**src/button_pkg.sv**
```systemverilog
/* button identities, shared by the input side and the testbench
   values double as indices into per-button signal vectors */
`default_nettype none

package button_pkg;

    // number of push buttons on the board
    localparam int NUM_BUTTONS = 3;

    typedef enum logic [1:0] {
        BTN_CTRL,  // steps the timer
        BTN_0,     // shifts in a 0
        BTN_1      // shifts in a 1
    } button_id_t;

endpackage

`default_nettype wire

```
**src/timer_pkg.sv**
```systemverilog
/* timer core types: state encoding and the time value
   COUNT_W is fixed by the four LEDs on the board */
`default_nettype none

package timer_pkg;

    // time value width, one bit per LED
    localparam int COUNT_W = 4;

    typedef logic [COUNT_W-1:0] count_t;

    // timer steps, in the order the control button walks them
    typedef enum logic [2:0] {
        IDLE,       // dark, waiting for control press
        INIT,       // load default time and flash length
        SET_TIME,   // data buttons shift bits in
        COUNTDOWN,  // one decrement per tick
        DONE        // all LEDs flash
    } timer_state_t;

endpackage

`default_nettype wire
```
**src/timer_top.sv**
```systemverilog
/* countdown timer top: three buttons in, four LEDs out
   defaults suit a 100 MHz board clock; buttons are active high */
`default_nettype none
`timescale 1ns/1ps

module timer_top #(
    parameter int                TICK_DIV      = 100_000_000,
    parameter int                BLINK_BIT     = 23,
    parameter int                DEBOUNCE_BITS = 16,
    parameter timer_pkg::count_t DEF_TIME      = 4'd8,
    parameter int                FLASH_SECS    = 4
) (
    input  logic              clk,
    input  logic              rst,
    input  logic              btn_ctrl,
    input  logic              btn_0,
    input  logic              btn_1,
    output timer_pkg::count_t led
);

    logic [button_pkg::NUM_BUTTONS-1:0] up;  // release pulses, indexed by button id
    logic                               tick;
    logic                               blink;
    timer_pkg::timer_state_t            state;
    timer_pkg::count_t                  count;

    debounce #(.DEBOUNCE_BITS(DEBOUNCE_BITS)) deb_ctrl (
        .clk, .rst, .in(btn_ctrl), .out(), .up(up[button_pkg::BTN_CTRL])
    );
    debounce #(.DEBOUNCE_BITS(DEBOUNCE_BITS)) deb_0 (
        .clk, .rst, .in(btn_0), .out(), .up(up[button_pkg::BTN_0])
    );
    debounce #(.DEBOUNCE_BITS(DEBOUNCE_BITS)) deb_1 (
        .clk, .rst, .in(btn_1), .out(), .up(up[button_pkg::BTN_1])
    );

    tick_gen #(.TICK_DIV(TICK_DIV), .BLINK_BIT(BLINK_BIT)) u_tick_gen (
        .clk, .rst, .tick, .blink
    );

    timer_fsm #(.DEF_TIME(DEF_TIME), .FLASH_SECS(FLASH_SECS)) u_timer_fsm (
        .clk, .rst,
        .up_ctrl(up[button_pkg::BTN_CTRL]),
        .up_0(up[button_pkg::BTN_0]),
        .up_1(up[button_pkg::BTN_1]),
        .tick, .state, .count
    );

    led_driver u_led_driver (
        .clk, .rst, .state, .count, .blink, .led
    );

endmodule

`default_nettype wire

```
**src/led_driver.sv**
```systemverilog
/* registered LED pattern, one cycle behind state and count
   blink drives all four LEDs together while done */
`default_nettype none
`timescale 1ns/1ps

module led_driver (
    input  logic                    clk,
    input  logic                    rst,
    input  timer_pkg::timer_state_t state,
    input  timer_pkg::count_t       count,
    input  logic                    blink,
    output timer_pkg::count_t       led
);

    always_ff @(posedge clk) begin
        if (rst) begin
            led <= '0;
        end else begin
            case (state)
                timer_pkg::SET_TIME,
                timer_pkg::COUNTDOWN: begin
                    led <= count;  // show the time value
                end
                timer_pkg::DONE: begin
                    led <= {timer_pkg::COUNT_W{blink}};
                end
                default: begin
                    led <= '0;  // idle and init stay dark
                end
            endcase
        end
    end

    // flash pattern reaches the pins intact
    a_done_uniform: assert property (
        @(posedge clk) disable iff (rst)
        (state == timer_pkg::DONE) |=> (led == '0 || led == '1)
    );

endmodule

`default_nettype wire

```
**src/timer_fsm.sv**
```systemverilog
/* timer state machine, holds the time value and the done flash counter
   button inputs are single-cycle pulses; pulses in states that ignore them are dropped
   count does not wrap below zero */
`default_nettype none
`timescale 1ns/1ps

module timer_fsm #(
    parameter timer_pkg::count_t DEF_TIME   = 4'd8,
    parameter int                FLASH_SECS = 4
) (
    input  logic                    clk,
    input  logic                    rst,
    input  logic                    up_ctrl,
    input  logic                    up_0,
    input  logic                    up_1,
    input  logic                    tick,
    output timer_pkg::timer_state_t state,
    output timer_pkg::count_t       count
);

    localparam int FLASH_W = $clog2(FLASH_SECS + 1);

    timer_pkg::timer_state_t state_next;
    logic [FLASH_W-1:0]      flash_cnt;  // done seconds left

    // next state
    always_comb begin
        case (state)
            timer_pkg::IDLE: begin
                state_next = up_ctrl ? timer_pkg::INIT : timer_pkg::IDLE;
            end
            timer_pkg::INIT: begin
                state_next = timer_pkg::SET_TIME;
            end
            timer_pkg::SET_TIME: begin
                state_next = up_ctrl ? timer_pkg::COUNTDOWN : timer_pkg::SET_TIME;
            end
            timer_pkg::COUNTDOWN: begin
                // zero may already be set, leave at once
                state_next = (count == '0) ? timer_pkg::DONE : timer_pkg::COUNTDOWN;
            end
            timer_pkg::DONE: begin
                state_next = (flash_cnt == '0) ? timer_pkg::IDLE : timer_pkg::DONE;
            end
            default: begin
                state_next = timer_pkg::IDLE;
            end
        endcase
    end

    always_ff @(posedge clk) begin
        if (rst) begin
            state <= timer_pkg::IDLE;
        end else begin
            state <= state_next;
        end
    end

    // time value and flash counter
    always_ff @(posedge clk) begin
        if (rst) begin
            count     <= '0;
            flash_cnt <= '0;
        end else begin
            case (state)
                timer_pkg::INIT: begin
                    count     <= DEF_TIME;
                    flash_cnt <= FLASH_W'(FLASH_SECS);
                end
                timer_pkg::SET_TIME: begin
                    if (up_0) begin
                        count <= {count[timer_pkg::COUNT_W-2:0], 1'b0};  // 0 wins a tie
                    end else if (up_1) begin
                        count <= {count[timer_pkg::COUNT_W-2:0], 1'b1};
                    end
                end
                timer_pkg::COUNTDOWN: begin
                    if (tick && count != '0) begin
                        count <= count - 1'b1;
                    end
                end
                timer_pkg::DONE: begin
                    if (flash_cnt == '0) begin
                        count <= '0;  // leaving for idle
                    end else if (tick) begin
                        flash_cnt <= flash_cnt - 1'b1;
                    end
                end
                default: begin
                    // idle holds everything
                end
            endcase
        end
    end

    a_state_legal: assert property (
        @(posedge clk) disable iff (rst)
        state inside {timer_pkg::IDLE, timer_pkg::INIT, timer_pkg::SET_TIME,
                      timer_pkg::COUNTDOWN, timer_pkg::DONE}
    );

    // count is frozen once the countdown has ended and until the next INIT
    a_count_frozen: assert property (
        @(posedge clk) disable iff (rst)
        (state == timer_pkg::DONE || state == timer_pkg::IDLE) |=> $stable(count)
    );

endmodule

`default_nettype wire

```
**src/tick_gen.sv**
```systemverilog
/* free running one-second strobe, TICK_DIV clock cycles per tick
   needs TICK_DIV > 1 and BLINK_BIT below the counter width */
`default_nettype none
`timescale 1ns/1ps

module tick_gen #(
    parameter int TICK_DIV  = 100_000_000,
    parameter int BLINK_BIT = 23
) (
    input  logic clk,
    input  logic rst,
    output logic tick,
    output logic blink
);

    localparam int CNT_W = $clog2(TICK_DIV);

    logic [CNT_W-1:0] cnt;

    always_ff @(posedge clk) begin
        if (rst) begin
            cnt  <= '0;
            tick <= 1'b0;
        end else if (cnt == CNT_W'(TICK_DIV - 1)) begin
            cnt  <= '0;  // wrap
            tick <= 1'b1;
        end else begin
            cnt  <= cnt + 1'b1;
            tick <= 1'b0;
        end
    end

    // flash rate for the done pattern
    assign blink = cnt[BLINK_BIT];

    // strobe, never a level
    a_tick_one_cycle: assert property (
        @(posedge clk) disable iff (rst) tick |=> !tick
    );

endmodule

`default_nettype wire

```
**src/debounce.sv**
```systemverilog
/* one button: two-flop synchronizer, then a 2**DEBOUNCE_BITS cycle stability window
   button level is active high (1 = pressed); up pulses for one cycle on release */
`default_nettype none
`timescale 1ns/1ps

module debounce #(
    parameter int DEBOUNCE_BITS = 16
) (
    input  logic clk,
    input  logic rst,
    input  logic in,
    output logic out,
    output logic up
);

    logic sync_0;
    logic sync_1;
    logic [DEBOUNCE_BITS-1:0] cnt;  // cycles the synced level has differed

    // bring the raw pin into the clock domain
    always_ff @(posedge clk) begin
        if (rst) begin
            sync_0 <= 1'b0;
            sync_1 <= 1'b0;
        end else begin
            sync_0 <= in;
            sync_1 <= sync_0;
        end
    end

    always_ff @(posedge clk) begin
        if (rst) begin
            cnt <= '0;
            out <= 1'b0;
            up  <= 1'b0;
        end else begin
            up <= 1'b0;
            if (sync_1 == out) begin
                cnt <= '0;  // agrees again, restart window
            end else if (cnt == '1) begin
                // held for the full window
                cnt <= '0;
                out <= sync_1;
                up  <= ~sync_1;  // pressed -> released
            end else begin
                cnt <= cnt + 1'b1;
            end
        end
    end

    // a release needs a full window after the flip, so pulses never touch
    a_up_single: assert property (@(posedge clk) disable iff (rst) up |=> !up);

endmodule

`default_nettype wire

```
**config.mk**
```make
export PLATFORM = sky130hd
export DESIGN_NAME = timer_top
export DESIGN_NICKNAME = d
export VERILOG_FILES = /design/src/button_pkg.sv /design/src/timer_pkg.sv /design/src/timer_top.sv /design/src/led_driver.sv /design/src/timer_fsm.sv /design/src/tick_gen.sv /design/src/debounce.sv
export SDC_FILE = /design/constraint.sdc
export NUM_CORES = 1
export LEC_CHECK = 0
export BUFFER_PORTS_ARGS = -buffer_cell sky130_fd_sc_hd__buf_2
export CAP_MARGIN = 20
export CORE_MARGIN = 1.5
export CORE_UTILIZATION = 56
export DETAILED_ROUTE_END_ITERATION = 8
export PLACE_DENSITY = 0.83
export REMOVE_ABC_BUFFERS = 1
export SYNTH_ARGS = -nofsm -noshare
export SYNTH_HDL_FRONTEND = slang
export SYNTH_SLANG_ARGS = --single-unit
export TNS_END_PERCENT = 1
```
**constraint.sdc**
```tcl
create_clock -name clk -period 1.87 [get_ports clk]
set_input_delay 0.2805 -clock clk [delete_from_list [all_inputs] [get_ports clk]]
set_output_delay 0.2805 -clock clk [all_outputs]
set_load 0.05 [all_outputs]
```
==> impl_metrics.json, run 1 <==
{
  "status": "finished clean",
  "initial_core_util_pct": 57.9,
  "die_area_mm2": 0.00858,
  "worst_pin_slew_ns": 0.509,
  "crit_arrival_ns": 2.10,
  "grt_pass1_vias": 3559,
  "finalCritPeriodShare_pct": 97.7,
  "max_freq_mhz": 547,
  "cts_buffers": 9,
  "power.total_mw": 3.56,
  "yosysMostFrequentCell": "dfxtp_1",
  "ys_seq_elements": 102,
  "fin_crit_ns": 1.83,
  "core_region_area_mm2": 0.00777,
  "synthFlopType": "dfxtp_1",
  "fin_util_pct": 63.8,
  "multiInputGateArea_mm2": 0.00232,
  "first_pass_iters": 4,
  "synthCells": 506,
  "area_delta_synth_final_pct": 10.2,
  "gp_congestion": 0.827,
  "fin_ws_ns": 0.0435,
  "crit_start": "u_tick_gen.cnt[14]",
  "min_path_type": "in2reg",
  "hold_path.startpoint": "btn_0",
  "clockBufferDepth": 2,
  "drive_gt1_share_pct": 13.3,
  "fin_cells": 643,
  "grt_pass1_wl_um": 14900,
  "grt.busiest_layer": "met2",
  "power_leakage_nw": 1.68,
  "cts_root_buffer": "clkbuf_8",
  "path_class": "reg2reg",
  "placed_cells": 627,
  "fin_setup_tns_ns": 0,
  "synth_area_leaders": "dfxtp_1, nor2_1, xor2_1, xnor2_1, nand3_1",
  "wl_per_cell_um": 13.0,
  "cts.reportedPaths.clkPinSlew_ns": 0.10,
  "start_kind": "register",
  "ir_drop_mv": 0.564,
  "finalMaxSlewViolations": 0,
  "drc_errors": 0,
  "synth_edf_count": 0,
  "die_x_um": 92.6,
  "async_reset_ff_share_pct": 0,
  "drtIter0Drc": 183,
  "tritoncts": "yes",
  "cp_max_fo": 7,
  "synth_area_per_cell_um2": 8.89,
  "cts_num_sinks": 102,
  "grt_setup_unrepaired": "yes",
  "use_met3_pct": 4.52,
  "synth_top_area_share_pct": 45.4,
  "pre_cts_ws_ns": 0.00250,
  "grt_max_degree": 19,
  "core.rowCount": 32,
  "nets": 549,
  "drt_wl_total_um": 8350,
  "required_ns": 2.14,
  "fin_hold_ws_ns": 0.124,
  "met1_usage_pct": 25.0,
  "power_density_mw_per_mm2": 719,
  "fp.dieH_um": 92.6,
  "register_area_mm2": 0.00205,
  "fillers": 633,
  "maxCapViolCount": 0,
  "ios": 9,
  "syn_area_mm2": 0.00450,
  "yosysUniqueCellTypes": 52,
  "htreeDepth": 3,
  "ys_seq_area_share_pct": 45.4,
  "slew_headroom_pct": 65.8,
  "postPlaceCellArea_mm2": 0.00475,
  "ys_warn_count": 0,
  "fin_area_mm2": 0.00496,
  "portBuffers": 8,
  "postRouteAntennaNets": 0,
  "antenna_cells": 0,
  "end_kind": "register",
  "finClkSkew_ns": 0.00998,
  "vias": 3506,
  "hold_viol_final": 0,
  "ys_top_cells_by_count": "dfxtp_1, nor2_1, xor2_1",
  "r2r-start": "u_tick_gen.cnt[14]",
  "grtUsageTotal_pct": 21.1,
  "antenna_found_initial": 0,
  "dp_hpwl_um": 5680,
  "setup_violations": 0,
  "insertion_delay_ns": 0.37,
  "groute.layer.met2.usage_pct": 37.0,
  "vias_per_cell": 5.45,
  "overflow": 0,
  "synth_top_cell_by_area": "dfxtp_1"
}
flip-flops by register name, indices dropped and copies added, names as in the netlist:
register / count
u_tick_gen.tick: 1
deb_1.out: 1
u_timer_fsm.state: 3
deb_ctrl.out: 1
deb_1.sync_0: 1
deb_0.sync_0: 1
u_timer_fsm.count: 4
deb_1.cnt: 16
u_led_driver.led: 4
deb_0.out: 1
deb_0.up: 1
deb_ctrl.sync_0: 1
u_timer_fsm.flash_cnt: 3
deb_1.up: 1
deb_ctrl.cnt: 16
deb_1.sync_1: 1
deb_0.cnt: 16
deb_ctrl.up: 1
u_tick_gen.cnt: 27
deb_0.sync_1: 1
deb_ctrl.sync_1: 1
final timing paths:
| path | to | slack, ns | cells after the start |
|---|---|---|---|
| setup / recovery | u_tick_gen.cnt[23] | 0.04 | 5 |
| hold / removal | deb_0.sync_0 | 0.12 | 2 |
| setup reg to reg | u_tick_gen.cnt[23] | 0.04 | 5 |
| hold reg to reg | deb_1.cnt[0] | 0.44 | 1 |
logic make-up after synthesis:
kind of cell / after synthesis / share of synthesized area (%)
flops: 102 / 45.4
buf+inv: 29 / 3.53
mux: 5 / 1.11
compound gates: 36 / 5.37
fa+ha+maj: 8 / 2.23
simple gates: 260 / 29.5
xor+xnor: 66 / 12.9
layout make-up:
| cell class | instances | area share [%] |
|---|---|---|
| Clock buffer | 9 | 2.50 |
| Clock inverter | 7 | 1.16 |
| Tap cell | 102 | 2.58 |
| Inverter | 16 | 1.21 |
| Sequential cell | 102 | 41.3 |
| Timing Repair Buffer | 32 | 4.44 |
| Multi-Input combinational cell | 375 | 46.8 |
timing repair:
item	CTS	global route
pin swaps	1	2
hold buffers	0	0
endpoints found under the setup margin	3	20
resized for setup	0	10
setup buffers	0	0
cells in the final DEF (no fill, tap or decap), drive strengths merged, types with 2 or more instances in the layout:
cell      instances
or3               6
and4              5
or3b              2
dfxtp           102
ha                8
o21bai            2
clkbuf            9
nand3b            4
clkinvlp          2
and3             10
nor3             17
nor4             13
nor2b             8
o21ai             5
or4b              2
nor2             92
xor2             39
or2               2
nand3            30
nand2b            6
nor3b             4
xnor2            27
buf              32
a21oi            17
nand2            38
a31oi             2
clkinv            3
nand4            18
inv              18
mux2i             5
critical path, stage by stage (launching register included):
cell,delay [ns]
dfxtp_1,0.42
and4_1,0.30
nand4_1,0.33
nor4_1,0.45
xnor2_1,0.17
nor2_1,0.05
routing by layer:
layer  wire (µm)  vias to the layer above
met5           0                        -
met4         162                        0
met3         223                       20
met2        4220                       49
met1        3750                     1649
li1            -                     1788
report_power, final:
part | total [mW] | switching, mW | internal, mW
clock | 1.29 | 0.789 | 0.500
combinational | 0.0724 | 0.0418 | 0.0305
sequential | 2.20 | 0.0132 | 2.19
total | 3.56 | 0.844 | 2.72
(Power assumes the default switching activity.)
==> run 2: changes to the inputs <==
BUFFER_PORTS_ARGS = -buffer_cell sky130_fd_sc_hd__buf_4   (was -buffer_cell sky130_fd_sc_hd__buf_2)
GPL_TIMING_DRIVEN = 0   (was default)
==> run 2 against run 1 <==
Against the previous run:
- global-route usage shrank 0.21 points
- critical path type unchanged
- core utilization up 0.13 points
- sequential power is essentially flat
- critical path depth grew 3
- count of clock-buffer cells in the layout stayed put
- non-clock buffer count down 21
- die area unchanged
- sequential share of layout area about the same
- the run now ends with setup timing left
- register-to-register slack worse by 0.05 ns
- maximum frequency down 2.5%
- cell area rose by 0.20%
==> impl_metrics.json, run 2 (same netlist as run 1, synthesis figures left out) <==
{
  "clockBufferDepth": 2,
  "worst_pin_slew_ns": 0.565,
  "r2r-start": "u_timer_fsm.count[0]",
  "first_pass_iters": 5,
  "htreeDepth": 3,
  "insertion_delay_ns": 0.37,
  "largest_reg_flops": 27,
  "worst-r2r-cell-count": 8,
  "maxCapViolCount": 0,
  "use_met3_pct": 5.50,
  "fin_ws_ns": -0.00306,
  "p_int_mw": 2.96,
  "power.total_mw": 3.75,
  "overflow": 0,
  "die_area_mm2": 0.00858,
  "hold_viol_final": 0,
  "antenna_found_initial": 0,
  "grt_max_degree": 36,
  "reg2reg_to": "u_timer_fsm.count[3]",
  "cts_num_sinks": 102,
  "max_freq_mhz": 534,
  "end_kind": "register",
  "violations": "setup timing",
  "setup_violations": 1,
  "postRouteAntennaNets": 0,
  "fp.dieH_um": 92.6,
  "ios": 9,
  "finalCritPeriodShare_pct": 100,
  "final_cell_mix": "dfxtp_1, nor2_1, xor2_1",
  "layout_commonest_cell": "dfxtp_1",
  "cp_max_fo": 6,
  "crit_arrival_ns": 2.11,
  "drtIter0Drc": 164,
  "cts.reportedPaths.clkPinSlew_ns": 0.10,
  "slew_headroom_pct": 62.1,
  "grtUsageTotal_pct": 20.9,
  "core_region_area_mm2": 0.00777,
  "pwr-share-clk_pct": 39.4,
  "endpoint": "u_timer_fsm.count[3]",
  "die_x_um": 92.6,
  "drive_gt1_share_pct": 11.9,
  "tritoncts": "yes",
  "cts_hold_buf": 0,
  "core.rowCount": 32,
  "area_delta_synth_final_pct": 10.4,
  "fin_hold_ws_ns": 0.132,
  "wl_per_cell_um": 13.8,
  "grt_setup_unrepaired": "yes",
  "dp_hpwl_um": 5430,
  "portBuffers": 8,
  "required_ns": 2.10,
  "min_path_type": "in2reg",
  "drc_errors": 0,
  "start_kind": "register",
  "cts_root_buffer": "clkbuf_8",
  "nets": 530,
  "rrSetupSlack_ns": -0.003,
  "register_area_mm2": 0.00205,
  "met1_usage_pct": 23.3,
  "cts_buffers": 9,
  "p_sw_mw": 0.790,
  "grt_pass1_wl_um": 14500,
  "largest_register": "u_tick_gen.cnt",
  "multiInputGateArea_mm2": 0.00243,
  "status": "finished, violations left",
  "power_leakage_nw": 1.69,
  "ir_drop_mv": 0.474,
  "vias": 3466,
  "initial_core_util_pct": 57.9,
  "gp_congestion": 0.839,
  "finClkSkew_ns": 0.0166,
  "drt_wl_total_um": 8580,
  "fillers": 643,
  "crit_start": "u_timer_fsm.count[0]",
  "seqPwrFrac_pct": 58.7,
  "fin_util_pct": 63.9,
  "path_class": "reg2reg",
  "grt_pass1_vias": 3429,
  "antenna_cells": 0,
  "switching_share_pct": 21.1,
  "finalMaxSlewViolations": 0,
  "groute.layer.met2.usage_pct": 38.2,
  "fin_crit_ns": 1.87,
  "power_density_mw_per_mm2": 755,
  "power.share.combinational_pct": 1.9,
  "grt.busiest_layer": "met2",
  "vias_per_cell": 5.56
}
run 2: cell count changes in the layout (fill, tap and decap cells not counted), sizes merged:
cell      delta
o21bai       +1
bufinv       +2
or2          +1
buf         -21
inv          -2
clkinvlp     +1
clkinv       -2
run 2: worst max-delay path, cell delays in order, from the launching register on:
cell,delay (ns)
dfxtp_2,0.36
inv_1,0.08
ha_1,0.16
or3b_4,0.40
and3_4,0.19
o41ai_4,0.19
buf_4,0.19
a211o_1,0.11
a21oi_1,0.07
run 2: timing repair:
action / 4_1_cts / 5_1_grt
cloned: 1 / 1
resized for setup: 12 / 17
hold endpoints to repair: 0 / 0
pin swaps: 3 / 3
setup buffers: 3 / 0
setup endpoints to repair: 52 / 58
run 2: final cells by class:
class,instances,share of cell area [%]
Multi-Input combinational cell,377,48.9
Timing Repair Buffer,11,1.74
Clock buffer,9,2.49
Tap cell,102,2.57
Inverter,16,1.21
Clock inverter,6,1.76
Sequential cell,102,41.3
run 2: routing by layer:
metal / wire [µm] / vias to the layer above / share of wire [%]
met2: 4390 / 56 / 51
met3: 314 / 14 / 3.7
met5: 0 / - / 0
met4: 136 / 0 / 1.6
met1: 3730 / 1646 / 44
li1: - / 1750 / -
run 2: stage by stage:
step | worst slack, ns | cell area (µm²) | TNS [ns] | std cells
floorplan | 0.00444 | 4400 | 0 | 493
global placement | -0.309 | 4590 | -7.55 | 603
detailed placement | -0.350 | 4590 | -8.92 | 603
CTS | -0.000729 | 4880 | -0.000729 | 622
global route | -0.122 | 4970 | -0.848 | 623
finish | -0.00306 | 4970 | -0.00306 | 623
run 2: power by group through the flow:
| stage | sequential, mW | clock (mW) | combinational (mW) |
|---|---|---|---|
| finish | 2.20 | 1.48 | 0.0720 |
| detailed placement | 2.25 | 0 | 0.0610 |
| floorplan | 2.25 | 0 | 0.0357 |
| global route | 2.20 | 1.59 | 0.0819 |
| global placement | 2.25 | 0 | 0.0596 |
| CTS | 2.20 | 1.51 | 0.0702 |
run 2: worst min path at each step:
stage	from	end	slack (ns)	depth (start not counted)
final	btn_0	deb_0.sync_0	0.13	2
after global routing	btn_0	deb_0.sync_0	0.11	2
after CTS	btn_0	deb_0.sync_0	0.11	2
after detailed placement	deb_1.sync_0	deb_1.sync_1	0.43	1
after global placement	deb_1.sync_0	deb_1.sync_1	0.42	1
after floorplan	rst	u_led_driver.led[0]	0.35	1
==> run 3: changes to the inputs <==
clock period = 1.7 ns   (was 1.87 ns; I/O delays follow)
==> run 3 against run 2 <==
Against the previous run:
- the run still ends with setup timing left
- clock power rose by 10%
- global-route usage rose by 1.6 points
- final cell count rose by 1.8%
- maximum frequency fell by 1.3%
- die area did not move
- non-clock buffer count rose by 10
- combinational power rose by 28%
- count of clock-buffer cells in the layout did not move
- worst hold slack got worse by 0.028 ns
- core utilization rose by 3.1 points
- clock skew fell by 0.0039 ns
- register-to-register slack got worse by 0.19 ns
- critical endpoint is now u_tick_gen.cnt[12]
==> impl_metrics.json, run 3 (same netlist as run 1, synthesis figures left out) <==
{
  "gp_congestion": 0.839,
  "grt_pass1_vias": 3514,
  "postRouteAntennaNets": 0,
  "p_sw_mw": 0.884,
  "fp.dieH_um": 92.6,
  "tritoncts": "yes",
  "htreeDepth": 3,
  "nets": 541,
  "wl_per_cell_um": 15.9,
  "hold_end": "deb_1.sync_0",
  "drt_wl_total_um": 10100,
  "grtUsageTotal_pct": 22.5,
  "cts_root_buffer": "clkbuf_8",
  "pwr-share-clk_pct": 39.3,
  "clockBufferDepth": 2,
  "antenna_cells": 0,
  "drtIter0Drc": 197,
  "hold_path.startpoint": "btn_1",
  "die_area_mm2": 0.00858,
  "setup_violations": 28,
  "worst-r2r-cell-count": 5,
  "worst_pin_slew_ns": 0.484,
  "portBuffers": 8,
  "ir_drop_mv": 0.615,
  "antenna_found_initial": 0,
  "slew_headroom_pct": 67.4,
  "largest_register": "u_tick_gen.cnt",
  "grt_pass1_wl_um": 15400,
  "reg2reg_to": "u_tick_gen.cnt[12]",
  "cp_max_fo": 6,
  "overflow": 0,
  "core_region_area_mm2": 0.00777,
  "grt_max_degree": 37,
  "fin_crit_ns": 1.90,
  "ios": 9,
  "cts_num_sinks": 102,
  "fin_util_pct": 67.1,
  "path_class": "reg2reg",
  "layout_commonest_cell": "nor2_1",
  "grt_setup_unrepaired": "yes",
  "die_x_um": 92.6,
  "rrSetupSlack_ns": -0.20,
  "fin_ws_ns": -0.197,
  "first_pass_iters": 5,
  "crit_arrival_ns": 2.13,
  "start_kind": "register",
  "fin_setup_tns_ns": -2.08,
  "cts_buffers": 9,
  "insertion_delay_ns": 0.36,
  "core.rowCount": 32,
  "largest_reg_flops": 27,
  "switching_share_pct": 21.4,
  "p_int_mw": 3.26,
  "hold_depth": 2,
  "dp_hpwl_um": 5430,
  "required_ns": 1.93,
  "power.share.combinational_pct": 2.2,
  "finalCritPeriodShare_pct": 112,
  "status": "finished, violations left",
  "max_freq_mhz": 527,
  "cts.reportedPaths.clkPinSlew_ns": 0.10,
  "vias_per_cell": 5.84,
  "min_path_type": "in2reg",
  "maxCapViolCount": 0,
  "finalMaxSlewViolations": 0,
  "violations": "setup timing",
  "power_leakage_nw": 1.78,
  "drc_errors": 0,
  "hold_viol_final": 0,
  "cts_hold_buf": 0,
  "drive_gt1_share_pct": 19.7,
  "vias": 3701,
  "area_delta_synth_final_pct": 15.8,
  "final_cell_mix": "nor2_1, dfxtp_1, xor2_1",
  "initial_core_util_pct": 57.9,
  "seqPwrFrac_pct": 58.5,
  "power_density_mw_per_mm2": 795,
  "r2r-start": "u_tick_gen.cnt[6]",
  "end_kind": "register",
  "finClkSkew_ns": 0.0127
}
[run 3: cell count changes in the layout (fill, tap and decap cells not counted), moves of 2 or more]
cell	delta
a21oi_1	-2
a21oi_2	+2
and4_1	-2
and4_4	+2
buf_4	+8
dfxtp_1	-11
dfxtp_2	+7
dfxtp_4	+4
ha_1	-3
ha_4	+2
inv_1	-4
inv_2	+3
nor4_1	-5
nor4_2	+4
[run 3: what timing repair did]
action | 4_1_cts | 5_1_grt
gates cloned | 3 | 0
pin swaps | 19 | 16
setup endpoints to repair | 57 | 71
gates resized for setup | 43 | 31
setup buffers | 10 | 3
[run 3: power groups by stage]
stage | registers [mW] | logic (mW) | clock network (mW)
4_1_cts | 2.42 | 0.0837 | 1.66
3_5_place_dp | 2.48 | 0.0671 | 0
5_1_grt | 2.42 | 0.102 | 1.75
2_1_floorplan | 2.47 | 0.0393 | 0
3_3_place_gp | 2.47 | 0.0656 | 0
6_report | 2.42 | 0.0921 | 1.63
[run 3: how the worst max path moves through the flow]
stage                       startpoint                  to  slack [ns]
CTS                 u_tick_gen.cnt[17]  u_tick_gen.cnt[11]       -0.07
global route         u_tick_gen.cnt[0]  u_tick_gen.cnt[12]       -0.24
floorplan           u_tick_gen.cnt[17]  u_tick_gen.cnt[11]       -0.17
detailed placement  u_tick_gen.cnt[17]   u_tick_gen.cnt[2]       -0.52
finish               u_tick_gen.cnt[6]  u_tick_gen.cnt[12]       -0.20
global placement    u_tick_gen.cnt[17]  u_tick_gen.cnt[25]       -0.48
[run 3: critical path, cell delays in order (launching register included)]
cell	delay (ns)
dfxtp_2	0.44
nand2_1	0.19
or3_4	0.49
or3_1	0.37
xor2_1	0.21
nor2_1	0.07
[run 3: layout make-up]
cell class,instances,area (µm²)
tap,102,128
fill,596,2560
clock inverter,6,87.6
clock buffer,9,124
multi-input combinational,378,2560
sequential,102,2070
timing repair buffer,21,178
inverter,16,62.6
[run 3: layer usage]
layer | routed length (µm) | global-route usage, % | vias up
met2 | 5180 | 40.8 | 130
met1 | 4100 | 25.7 | 1756
li1 | - | - | 1773
met5 | 0 | 0 | -
met3 | 494 | 5.42 | 42
met4 | 332 | 7.32 | 0
[run 3: per-stage QoR]
stage	power, mW	instance area [µm²]	hold WS, ns	cells	setup slack, ns
6_report	4.14	5210	0.105	634	-0.197
3_5_place_dp	2.54	4590	0.427	603	-0.520
4_1_cts	4.16	5070	0.0854	631	-0.0673
5_1_grt	4.27	5210	0.0907	634	-0.239
3_3_place_gp	2.54	4590	0.419	603	-0.479
2_1_floorplan	2.51	4400	0.324	493	-0.166
